==> config.mk <==
export PLATFORM = sky130hd
export DESIGN_NAME = s16_main_top
export DESIGN_NICKNAME = d
export VERILOG_FILES = /design/src/design/s16_pkg.sv /design/src/design/s16_addr_decode.sv /design/src/design/s16_wait_timer.sv /design/src/design/s16_cabinet_io.sv /design/src/design/s16_ppi_latch.sv /design/src/design/s16_vint_irq.sv /design/src/design/s16_access_fsm.sv /design/src/design/s16_main_top.sv
export VERILOG_INCLUDE_DIRS = /design/src /design/src/design
export SDC_FILE = /design/constraint.sdc
export NUM_CORES = 1
export LEC_CHECK = 0
export ABC_AREA = 1
export BUFFER_PORTS_ARGS = -buffer_cell sky130_fd_sc_hd__buf_2
export CORE_ASPECT_RATIO = 0.5
export CORE_MARGIN = 10
export CORE_UTILIZATION = 45
export DETAILED_ROUTE_END_ITERATION = 10
export GPL_TIMING_DRIVEN = 0
export MAX_ROUTING_LAYER = met4
export PLACE_DENSITY = 0.77
export SLEW_MARGIN = 20
export SYNTH_ARGS = -nofsm -noshare
export SYNTH_HDL_FRONTEND = slang
export SYNTH_SLANG_ARGS = --single-unit
export TNS_END_PERCENT = 1
==> constraint.sdc <==
create_clock -name clk -period 2.5 [get_ports clk]
set_input_delay 0.125 -clock clk [delete_from_list [all_inputs] [get_ports clk]]
set_output_delay 0.125 -clock clk [all_outputs]
set_load 0.03 [all_outputs]
==> src/design/s16_cfg.svh <==
/* bus widths, wait limit and latch reset value for the System 16A bus slave
   included by the package and by any module that needs the limits */
`ifndef S16_CFG_SVH
`define S16_CFG_SVH

// bus widths
`define S16_ADDR_W 24       // byte address
`define S16_DATA_W 16
`define S16_BYTE_W 8        // cabinet and latch ports

// wait states on the memory port
`define S16_WAIT_W 5        // must hold S16_WAIT_LIMIT
`define S16_WAIT_LIMIT 16   // cycles before the bus error fires

// 8255 style latches come up all ones
`define S16_LATCH_RST 8'hff

`endif

==> src/design/s16_pkg.sv <==
/* types shared by the System 16A bus slave and its testbench
   import with s16_pkg::* inside a module body */
`include "s16_cfg.svh"

package s16_pkg;

    typedef logic [`S16_ADDR_W-1:0] addr_t;
    typedef logic [`S16_DATA_W-1:0] word_t;
    typedef logic [`S16_BYTE_W-1:0] byte_t;
    typedef logic [`S16_WAIT_W-1:0] wait_cnt_t;

    // memory map regions
    typedef enum logic [3:0] {
        REG_NONE = 4'd0,
        REG_ROM  = 4'd1,
        REG_VRAM = 4'd2,
        REG_CHAR = 4'd3,    // text RAM
        REG_OBJ  = 4'd4,
        REG_PAL  = 4'd5,
        REG_RAM  = 4'd6,    // work RAM
        REG_IO   = 4'd7
    } region_e;

    typedef enum logic [1:0] {
        GAME_STD     = 2'd0,
        GAME_PASSSHT = 2'd1
    } game_e;

    typedef enum logic [1:0] {
        ST_IDLE = 2'd0,
        ST_IO   = 2'd1,
        ST_MEM  = 2'd2,
        ST_DONE = 2'd3
    } fsm_state_e;

    typedef struct packed {
        logic  psel;
        logic  penable;
        logic  pwrite;
        addr_t paddr;
        word_t pwdata;
    } apb_req_t;

    typedef struct packed {
        word_t prdata;
        logic  pready;
        logic  pslverr;
    } apb_rsp_t;

    typedef struct packed {
        logic    valid;
        region_e region;
        addr_t   addr;
        logic    we;
        word_t   wdata;
        logic    ube;       // upper byte strobe
        logic    lbe;       // lower byte strobe
    } mem_req_t;

    // internal I/O access, one cycle pulse on rd or wr
    typedef struct packed {
        logic       rd;
        logic       wr;
        logic [1:0] sub_hi; // address bits 13:12
        logic [1:0] sub_lo; // address bits 2:1
        byte_t      wbyte;
    } io_acc_t;

    typedef struct packed {
        byte_t      joy1;
        byte_t      joy2;
        byte_t      joy3;
        byte_t      joy4;
        logic [3:0] start;
        logic [1:0] coin;
        logic       service;
        logic       dip_test;
    } cab_in_t;

endpackage

==> src/design/s16_addr_decode.sv <==
/* System 16A memory map decoder, purely combinational
   sorts a byte address into one of the board regions */
`timescale 1ns/10ps

module s16_addr_decode (
    input  s16_pkg::addr_t   addr,
    output s16_pkg::region_e region
);
    import s16_pkg::*;

    logic [1:0] hi;     // bits 23:22
    logic [2:0] mid;    // bits 18:16

    assign hi  = addr[23:22];
    assign mid = addr[18:16];

    always_comb begin
        region = REG_NONE;
        case (hi)
            2'd0: begin
                if (!mid[2]) begin
                    region = REG_ROM;   // 00-03
                end
            end
            2'd1: begin
                if (mid[2]) begin
                    region = REG_OBJ;   // 44
                end else if (mid == 3'd0) begin
                    region = REG_VRAM;  // 40
                end else if (mid == 3'd1) begin
                    region = REG_CHAR;  // 41
                end
            end
            2'd2: begin
                if (mid[2]) begin
                    region = REG_PAL;   // 84
                end
            end
            default: begin
                if (mid[2:1] == 2'd2) begin
                    region = REG_IO;    // c4
                end else if (mid == 3'd7) begin
                    region = REG_RAM;   // c7
                end
                // c6 watchdog left unmapped
            end
        endcase
    end

endmodule

==> src/design/s16_wait_timer.sv <==
/* wait state counter for the memory port
   start loads it, timeout holds at the limit until clear */
`timescale 1ns/10ps
`include "s16_cfg.svh"

module s16_wait_timer (
    input  logic clk,
    input  logic rst,
    input  logic start,
    input  logic clear,
    output logic timeout
);
    import s16_pkg::*;

    localparam wait_cnt_t LIMIT = wait_cnt_t'(`S16_WAIT_LIMIT);

    wait_cnt_t cnt;
    logic      running;

    assign running = (cnt != '0) && (cnt != LIMIT);
    assign timeout = (cnt == LIMIT);

    always_ff @(posedge clk or posedge rst) begin
        if (rst) begin
            cnt <= '0;
        end else if (clear) begin
            cnt <= '0;
        end else if (start) begin
            cnt <= wait_cnt_t'(1);  // first wait cycle
        end else if (running) begin
            cnt <= cnt + 1'b1;
        end
    end

endmodule

==> src/design/s16_cabinet_io.sv <==
/* cabinet input and DIP switch reads, including the Passing Shot
   four player port counter; read byte is registered one cycle after rd */
`timescale 1ns/10ps

module s16_cabinet_io (
    input  logic              clk,
    input  logic              rst,
    input  s16_pkg::io_acc_t  io_acc,
    input  s16_pkg::game_e    game,
    input  s16_pkg::cab_in_t  cab,
    input  s16_pkg::byte_t    dipsw_a,
    input  s16_pkg::byte_t    dipsw_b,
    output s16_pkg::byte_t    rd_byte
);
    import s16_pkg::*;

    logic [1:0] port_cnt;
    logic [1:0] cnt_nxt;
    logic       passsht;
    logic       in_rd;
    byte_t      port0;
    byte_t      pass_sel;
    byte_t      in_byte;

    // standard bit order of the joystick ports
    function automatic byte_t sort_joy(input byte_t j);
        return {j[1], j[0], j[3], j[2], j[7], j[5], j[4], j[6]};
    endfunction

    function automatic byte_t pass_joy(input byte_t j);
        return {j[7:4], j[1:0], j[3:2]};
    endfunction

    assign passsht = (game == GAME_PASSSHT);
    assign in_rd   = io_acc.rd && (io_acc.sub_hi == 2'd1);
    assign cnt_nxt = port_cnt + 2'd1;   // player picked by the advanced count

    assign port0 = {passsht ? cab.start[3:2] : 2'b11,
                    cab.start[1:0], cab.service, cab.dip_test, cab.coin};

    always_comb begin
        case (cnt_nxt)
            2'd1:    pass_sel = pass_joy(cab.joy1);
            2'd2:    pass_sel = pass_joy(cab.joy2);
            2'd3:    pass_sel = pass_joy(cab.joy3);
            default: pass_sel = pass_joy(cab.joy4);
        endcase
    end

    always_comb begin
        case (io_acc.sub_lo)
            2'd0:    in_byte = port0;
            2'd1:    in_byte = passsht ? pass_sel : sort_joy(cab.joy1);
            2'd2:    in_byte = 8'hff;
            default: in_byte = sort_joy(cab.joy2);
        endcase
    end

    // Passing Shot multiplexes four players on port 1
    always_ff @(posedge clk or posedge rst) begin
        if (rst) begin
            port_cnt <= 2'd0;
        end else if (in_rd && passsht) begin
            if (io_acc.sub_lo == 2'd0) begin
                port_cnt <= 2'd0;
            end else if (io_acc.sub_lo == 2'd1) begin
                port_cnt <= cnt_nxt;
            end
        end
    end

    always_ff @(posedge clk) begin
        if (io_acc.rd) begin
            case (io_acc.sub_hi)
                2'd1:    rd_byte <= in_byte;
                2'd2:    rd_byte <= io_acc.sub_lo[0] ? dipsw_b : dipsw_a;   // A1 picks bank
                default: rd_byte <= 8'hff;
            endcase
        end
    end

endmodule

==> src/design/s16_ppi_latch.sv <==
/* three 8255 style output latches with read back
   port A is the sound latch, B and C carry the video and sound controls */
`timescale 1ns/10ps
`include "s16_cfg.svh"

module s16_ppi_latch (
    input  logic              clk,
    input  logic              rst,
    input  s16_pkg::io_acc_t  io_acc,
    input  logic              snd_ack,
    output s16_pkg::byte_t    rd_byte,
    output s16_pkg::byte_t    snd_latch,
    output logic              flip,
    output logic              video_en,
    output logic              sound_en,
    output logic              colscr_en,
    output logic              rowscr_en,
    output logic              snd_irqn
);
    import s16_pkg::*;

    byte_t ppi_a;
    byte_t ppi_b;
    byte_t ppi_c;
    logic  sel;

    assign sel = (io_acc.sub_hi == 2'd0);

    always_ff @(posedge clk or posedge rst) begin
        if (rst) begin
            ppi_a <= `S16_LATCH_RST;
            ppi_b <= `S16_LATCH_RST;
            ppi_c <= `S16_LATCH_RST;
        end else if (io_acc.wr && sel) begin
            case (io_acc.sub_lo)
                2'd0:    ppi_a <= io_acc.wbyte;
                2'd1:    ppi_b <= io_acc.wbyte;
                2'd2:    ppi_c <= io_acc.wbyte;
                default: ;  // mode word, outputs fixed
            endcase
        end
    end

    always_ff @(posedge clk) begin
        if (io_acc.rd && sel) begin
            case (io_acc.sub_lo)
                2'd0:    rd_byte <= ppi_a;
                2'd1:    rd_byte <= ppi_b;
                2'd2:    rd_byte <= {ppi_c[7], snd_ack, ppi_c[5:0]};  // C6 is an input
                default: rd_byte <= 8'hff;
            endcase
        end
    end

    assign snd_latch = ppi_a;
    assign flip      = ppi_b[7];
    assign sound_en  = ~ppi_b[5];
    assign video_en  = ppi_b[4];
    assign snd_irqn  = ppi_c[7];
    assign colscr_en = ~ppi_c[2];
    assign rowscr_en = ~ppi_c[1];

endmodule

==> src/design/s16_vint_irq.sv <==
/* VBLANK interrupt request, set on a rising vint edge and cleared by ack */
`timescale 1ns/10ps

module s16_vint_irq (
    input  logic clk,
    input  logic rst,
    input  logic vint,
    input  logic ack,
    output logic irqn
);
    logic vint_s;   // sampled vint
    logic vint_d;   // previous sample
    logic vint_rise;

    assign vint_rise = vint_s && !vint_d;

    always_ff @(posedge clk or posedge rst) begin
        if (rst) begin
            vint_s <= 1'b0;
            vint_d <= 1'b0;
            irqn   <= 1'b1;
        end else begin
            vint_s <= vint;
            vint_d <= vint_s;
            if (ack) begin
                irqn <= 1'b1;   // ack wins over a new edge
            end else if (vint_rise) begin
                irqn <= 1'b0;
            end
        end
    end

endmodule

==> src/design/s16_access_fsm.sv <==
/* sequences each APB transfer into an I/O access, a memory request or an error
   one wait state for I/O and unmapped, memory waits for ok or the timeout */
`timescale 1ns/10ps

module s16_access_fsm (
    input  logic              clk,
    input  logic              rst,
    input  s16_pkg::apb_req_t apb_req,
    output s16_pkg::apb_rsp_t apb_rsp,
    input  s16_pkg::region_e  region,
    output s16_pkg::mem_req_t mem_req,
    input  logic              mem_ok,
    input  s16_pkg::word_t    mem_rdata,
    output logic              timer_start,
    output logic              timer_clear,
    input  logic              timeout,
    output s16_pkg::io_acc_t  io_acc,
    input  s16_pkg::byte_t    cab_byte,
    input  s16_pkg::byte_t    ppi_byte
);
    import s16_pkg::*;

    fsm_state_e state;
    fsm_state_e state_nxt;
    region_e    region_q;
    addr_t      addr_q;
    word_t      wdata_q;
    word_t      rdata_q;
    logic       write_q;
    logic       err_q;
    logic       access;
    logic       io_sel;
    byte_t      io_byte;

    // first access phase cycle of a new transfer
    assign access      = apb_req.psel && apb_req.penable && (state == ST_IDLE);
    assign timer_start = access && (region != REG_NONE) && (region != REG_IO);
    assign timer_clear = (state == ST_DONE);
    assign io_sel      = (state == ST_IO) && (region_q == REG_IO);

    always_comb begin
        state_nxt = state;
        case (state)
            ST_IDLE: begin
                if (access) begin
                    state_nxt = timer_start ? ST_MEM : ST_IO;   // unmapped rides ST_IO
                end
            end
            ST_IO:   state_nxt = ST_DONE;
            ST_MEM: begin
                if (mem_ok || timeout) begin
                    state_nxt = ST_DONE;
                end
            end
            default: state_nxt = ST_IDLE;
        endcase
    end

    always_ff @(posedge clk or posedge rst) begin
        if (rst) begin
            state    <= ST_IDLE;
            region_q <= REG_NONE;
            write_q  <= 1'b0;
            err_q    <= 1'b0;
        end else begin
            state <= state_nxt;
            if (access) begin
                region_q <= region;
                write_q  <= apb_req.pwrite;
                err_q    <= (region == REG_NONE);
            end else if (state == ST_MEM && !mem_ok && timeout) begin
                err_q <= 1'b1;  // no ok in time, bus error
            end
        end
    end

    always_ff @(posedge clk) begin
        if (access) begin
            addr_q  <= apb_req.paddr;
            wdata_q <= apb_req.pwdata;
        end
        if (state == ST_MEM && mem_ok) begin
            rdata_q <= mem_rdata;
        end
    end

    always_comb begin
        case (addr_q[13:12])
            2'd0:    io_byte = ppi_byte;
            2'd1:    io_byte = cab_byte;
            2'd2:    io_byte = cab_byte;    // DIP switches
            default: io_byte = 8'hff;
        endcase
    end

    always_comb begin
        mem_req.valid  = (state == ST_MEM);
        mem_req.region = region_q;
        mem_req.addr   = addr_q;
        mem_req.we     = write_q;
        mem_req.wdata  = wdata_q;
        mem_req.ube    = 1'b1;  // full words only
        mem_req.lbe    = 1'b1;
    end

    always_comb begin
        io_acc.rd     = io_sel && !write_q;
        io_acc.wr     = io_sel && write_q;
        io_acc.sub_hi = addr_q[13:12];
        io_acc.sub_lo = addr_q[2:1];
        io_acc.wbyte  = wdata_q[7:0];   // I/O sits on the low byte
    end

    always_comb begin
        apb_rsp.pready  = (state == ST_DONE);
        apb_rsp.pslverr = (state == ST_DONE) && err_q;
        apb_rsp.prdata  = (region_q == REG_IO) ? {8'hff, io_byte} : rdata_q;
    end

endmodule

==> src/design/s16_main_top.sv <==
/* System 16A main board bus glue as an APB slave
   memory regions go out on one request port, I/O and the IRQ are local */
`timescale 1ns/10ps

module s16_main_top (
    input  logic              clk,
    input  logic              rst,
    input  s16_pkg::apb_req_t apb_req,
    output s16_pkg::apb_rsp_t apb_rsp,
    output s16_pkg::mem_req_t mem_req,
    input  logic              mem_ok,
    input  s16_pkg::word_t    mem_rdata,
    input  s16_pkg::game_e    game,
    input  s16_pkg::cab_in_t  cab,
    input  s16_pkg::byte_t    dipsw_a,
    input  s16_pkg::byte_t    dipsw_b,
    input  logic              snd_ack,
    input  logic              vint,
    input  logic              irq_ack,
    output logic              irqn,
    output s16_pkg::byte_t    snd_latch,
    output logic              flip,
    output logic              video_en,
    output logic              sound_en,
    output logic              colscr_en,
    output logic              rowscr_en,
    output logic              snd_irqn
);
    import s16_pkg::*;

    region_e region;
    logic    timer_start;
    logic    timer_clear;
    logic    timeout;
    io_acc_t io_acc;
    byte_t   cab_byte;
    byte_t   ppi_byte;

    s16_addr_decode s16_addr_decode_inst (
        .addr   (apb_req.paddr),
        .region (region)
    );

    s16_access_fsm s16_access_fsm_inst (
        .clk         (clk),
        .rst         (rst),
        .apb_req     (apb_req),
        .apb_rsp     (apb_rsp),
        .region      (region),
        .mem_req     (mem_req),
        .mem_ok      (mem_ok),
        .mem_rdata   (mem_rdata),
        .timer_start (timer_start),
        .timer_clear (timer_clear),
        .timeout     (timeout),
        .io_acc      (io_acc),
        .cab_byte    (cab_byte),
        .ppi_byte    (ppi_byte)
    );

    s16_wait_timer s16_wait_timer_inst (
        .clk     (clk),
        .rst     (rst),
        .start   (timer_start),
        .clear   (timer_clear),
        .timeout (timeout)
    );

    s16_cabinet_io s16_cabinet_io_inst (
        .clk     (clk),
        .rst     (rst),
        .io_acc  (io_acc),
        .game    (game),
        .cab     (cab),
        .dipsw_a (dipsw_a),
        .dipsw_b (dipsw_b),
        .rd_byte (cab_byte)
    );

    s16_ppi_latch s16_ppi_latch_inst (
        .clk       (clk),
        .rst       (rst),
        .io_acc    (io_acc),
        .snd_ack   (snd_ack),
        .rd_byte   (ppi_byte),
        .snd_latch (snd_latch),
        .flip      (flip),
        .video_en  (video_en),
        .sound_en  (sound_en),
        .colscr_en (colscr_en),
        .rowscr_en (rowscr_en),
        .snd_irqn  (snd_irqn)
    );

    s16_vint_irq s16_vint_irq_inst (
        .clk  (clk),
        .rst  (rst),
        .vint (vint),
        .ack  (irq_ack),
        .irqn (irqn)
    );

endmodule

==> out/results.txt <==
outcome = completed
starting DRC count in detailed routing = 332
Die Ht = 97.7 um
DRC violations left = 0
Final min period = 2350 ps
YS warnings = 0
drt pass-1 iters = 5
syn avg cell area = 9.94 sq um
most frequent cells in the layout = 206 x buf_2, 132 x nand2_1, 72 x edfxtp_1
synthesized instance count = 546
Post-Synthesis Cell Area = 0.00543 sq mm
Post-DRT Antenna Nets = 0
Clock H-tree levels = 3
top-area cell type share of the netlist area = 39.8%
Design Power = 5.62 mW
Top FF cell, synth = edfxtp_1
endpoints failing setup = 0
dpl cell area = 0.00669 sq mm
Area Overhead vs Synth = 39.1%
Final Skew = 11.2 ps
Clk Latency, worst-skew pair = 340 ps
Final Slew Violations = 0
max-capacitance violation count = 0
sequential fraction of the synthesis area = 58.8%
layout filler cell count = 939
Synth area leader = edfxtp_1
wire per inst = 16.3 um
Lkg Pwr = 3.51 nW
fin crit share = 94.2%
die width = 175 um
clock sinks = 112
CP Data Arrival Time = 2230 ps
routed vias = 4835
GRT Overall Usage = 18.9%
Clock transition at path regs = 80 ps
final net count = 955
GP Congestion = 0.915
first-pass GRT wire length = 25500 um
flops & latches, synth = 112
# port buffers = 200
n_diodes = 0
CP Capture Type = primary output
CTS tree = yes
total CTS buffers = 9
CP max FO = 10
setup tns final = 0 ps
I/O Pins = 204
power density over cell area = 745 mW/mm^2
Max rail drop VDD = 0.419 mV
path type of the worst min-delay path = primary input to flop
antenna violations before repair = 0
largest net degree at the start of global routing = 32
HPWL after DPL = 11800 um
initial core utilization = 46.0%
Core Area = 0.0118 sq mm
Max Fclk = 425 MHz
FFs w/ async S/R, synth = 35.7%
global route overflow = 0
Rows = 28
design area = 0.00755 sq mm
crit path kind = flop to primary output
vias in the first global route = 5021
most common cell after layout, fill and taps aside = buf_2
RSZ-0062 raised after global routing = false
DR vias/cell = 4.89
Synth area leaders = edfxtp_1 40%, dfstp_2 12%, nand2_1 9.1%
startpoint types = flop
Final Hold Viols = 0
Post-synth EDFFs = 72
maximum root-to-sink buffer count = 2
Netlist cell types = 34
Slew HR = 48.4%
worst slew pin tran = 773 ps
reg2reg setup slack = 280 ps
Die ar. = 0.0171 sq mm
post-CTS setup buffer count = 0
CTS Root Cell = clkbuf_16
Core Util, Final = 63.9%
final wirelength = 16100 um
share of cells above drive strength 1 = 35.8%
Worst EP required = 2380 ps
[cell usage after synthesis (11+ instances only)]
cell        n
dfstp_2    24
nor2_1     40
nand3_1    31
nand2_1   132
ha_1       14
inv_1      54
o21ai_0    46
o21ai_1    11
edfxtp_1   72
buf_4      19
a21oi_1    23
dfrtp_1    16
[area by class of cell]
cell class                      instances  area, sq um  share of cell area, %
Multi-Input combinational cell        345         1800                   23.9
Buffer                                 35          234                   3.10
Clock buffer                           12          246                   3.27
Sequential cell                       112         3190                   42.3
Timing Repair Buffer                  260         1630                   21.6
Inverter                               55          206                   2.74
Clock inverter                          4         27.5                  0.365
Tap cell                              165          206                   2.74
[timing repair]
action                                  CTS  global route
endpoints found under the setup margin    0             1
hold endpoints to repair                 74             0
gates resized for setup                   0             2
hold buffers                             58             0
[registers in the layout, summed over array words and instances, names as in the netlist, 2 cells and up]
name                          count
s16_access_fsm_inst.addr_q       24
s16_access_fsm_inst.rdata_q      16
s16_access_fsm_inst.wdata_q      16
s16_cabinet_io_inst.rd_byte       8
s16_ppi_latch_inst.ppi_b          8
s16_ppi_latch_inst.rd_byte        8
s16_ppi_latch_inst.snd_latch      8
s16_ppi_latch_inst.ppi_c          7
s16_wait_timer_inst.cnt           5
s16_access_fsm_inst.region_q      3
s16_access_fsm_inst.state         2
s16_cabinet_io_inst.port_cnt      2
[worst max-delay path, stage by stage, from the launching register on]
cell	delay (ps)
edfxtp_1	450
inv_1	90
ha_1	350
clkbuf_2	220
a221oi_1	440
o21ai_0	130
buf_2	200
[through the flow]
stage          hold slack (ps)  worst slack (ps)  std cells
4_1_cts                   31.5               161        988
3_5_place_dp              63.7               327        914
5_1_grt                   26.2              44.6        988
3_3_place_gp               234             -40.4        912
6_report                  43.9               145        988
2_1_floorplan              156               414        547
[logic make-up after synthesis]
kind of cell               Yosys count  synth area share (%)
adders and majority gates           14                  3.23
DFF                                112                  58.8
xor gates and xnor gates             4                 0.646
and+or+nand+nor                    220                  17.9
AOI/OAI and AO/OA                  104                  11.2
buffers and inverters               90                  8.09
other                                2                 0.138
[metal layers]
| layer | vias up | routed length (um) | GRT usage [%] |
|---|---|---|---|
| met5 | - | 0 | - |
| met4 | 0 | 460 | 7.25 |
| met3 | 33 | 1000 | 4.89 |
| met2 | 172 | 7960 | 31.4 |
| met1 | 2281 | 6710 | 21.6 |
| li1 | 2349 | - | - |
[where the power goes]
group / leakage (nW) / switching [mW] / internal (mW) / total [mW]
Sequential: 1.10 / 0.161 / 2.28 / 2.44
Clock: 0.137 / 0.631 / 0.707 / 1.34
Combinational: 2.27 / 1.20 / 0.642 / 1.84
[worst paths after layout]
kind                                                           from                                     endpoint  cells after the start
setup / recovery           s16_access_fsm_inst.addr_q[13]$_DFFE_PP_                                   apb_rsp[9]                      6
hold / removal                                          apb_req[34]     s16_access_fsm_inst.addr_q[18]$_DFFE_PP_                      1
setup reg to reg           s16_access_fsm_inst.state[0]$_DFFE_PP0P_       s16_wait_timer_inst.cnt[2]$_DFFE_PP0P_                      9
hold reg to reg                  s16_vint_irq_inst.vint_s$_DFF_PP0_           s16_vint_irq_inst.vint_d$_DFF_PP0_                      0
max in group asynchronous                                       rst  s16_ppi_latch_inst.snd_latch[1]$_DFFE_PP1P_                      4
min in group asynchronous                                       rst           s16_vint_irq_inst.vint_s$_DFF_PP0_                      3
No activity file was read; power rests on OpenSTA's default activity.
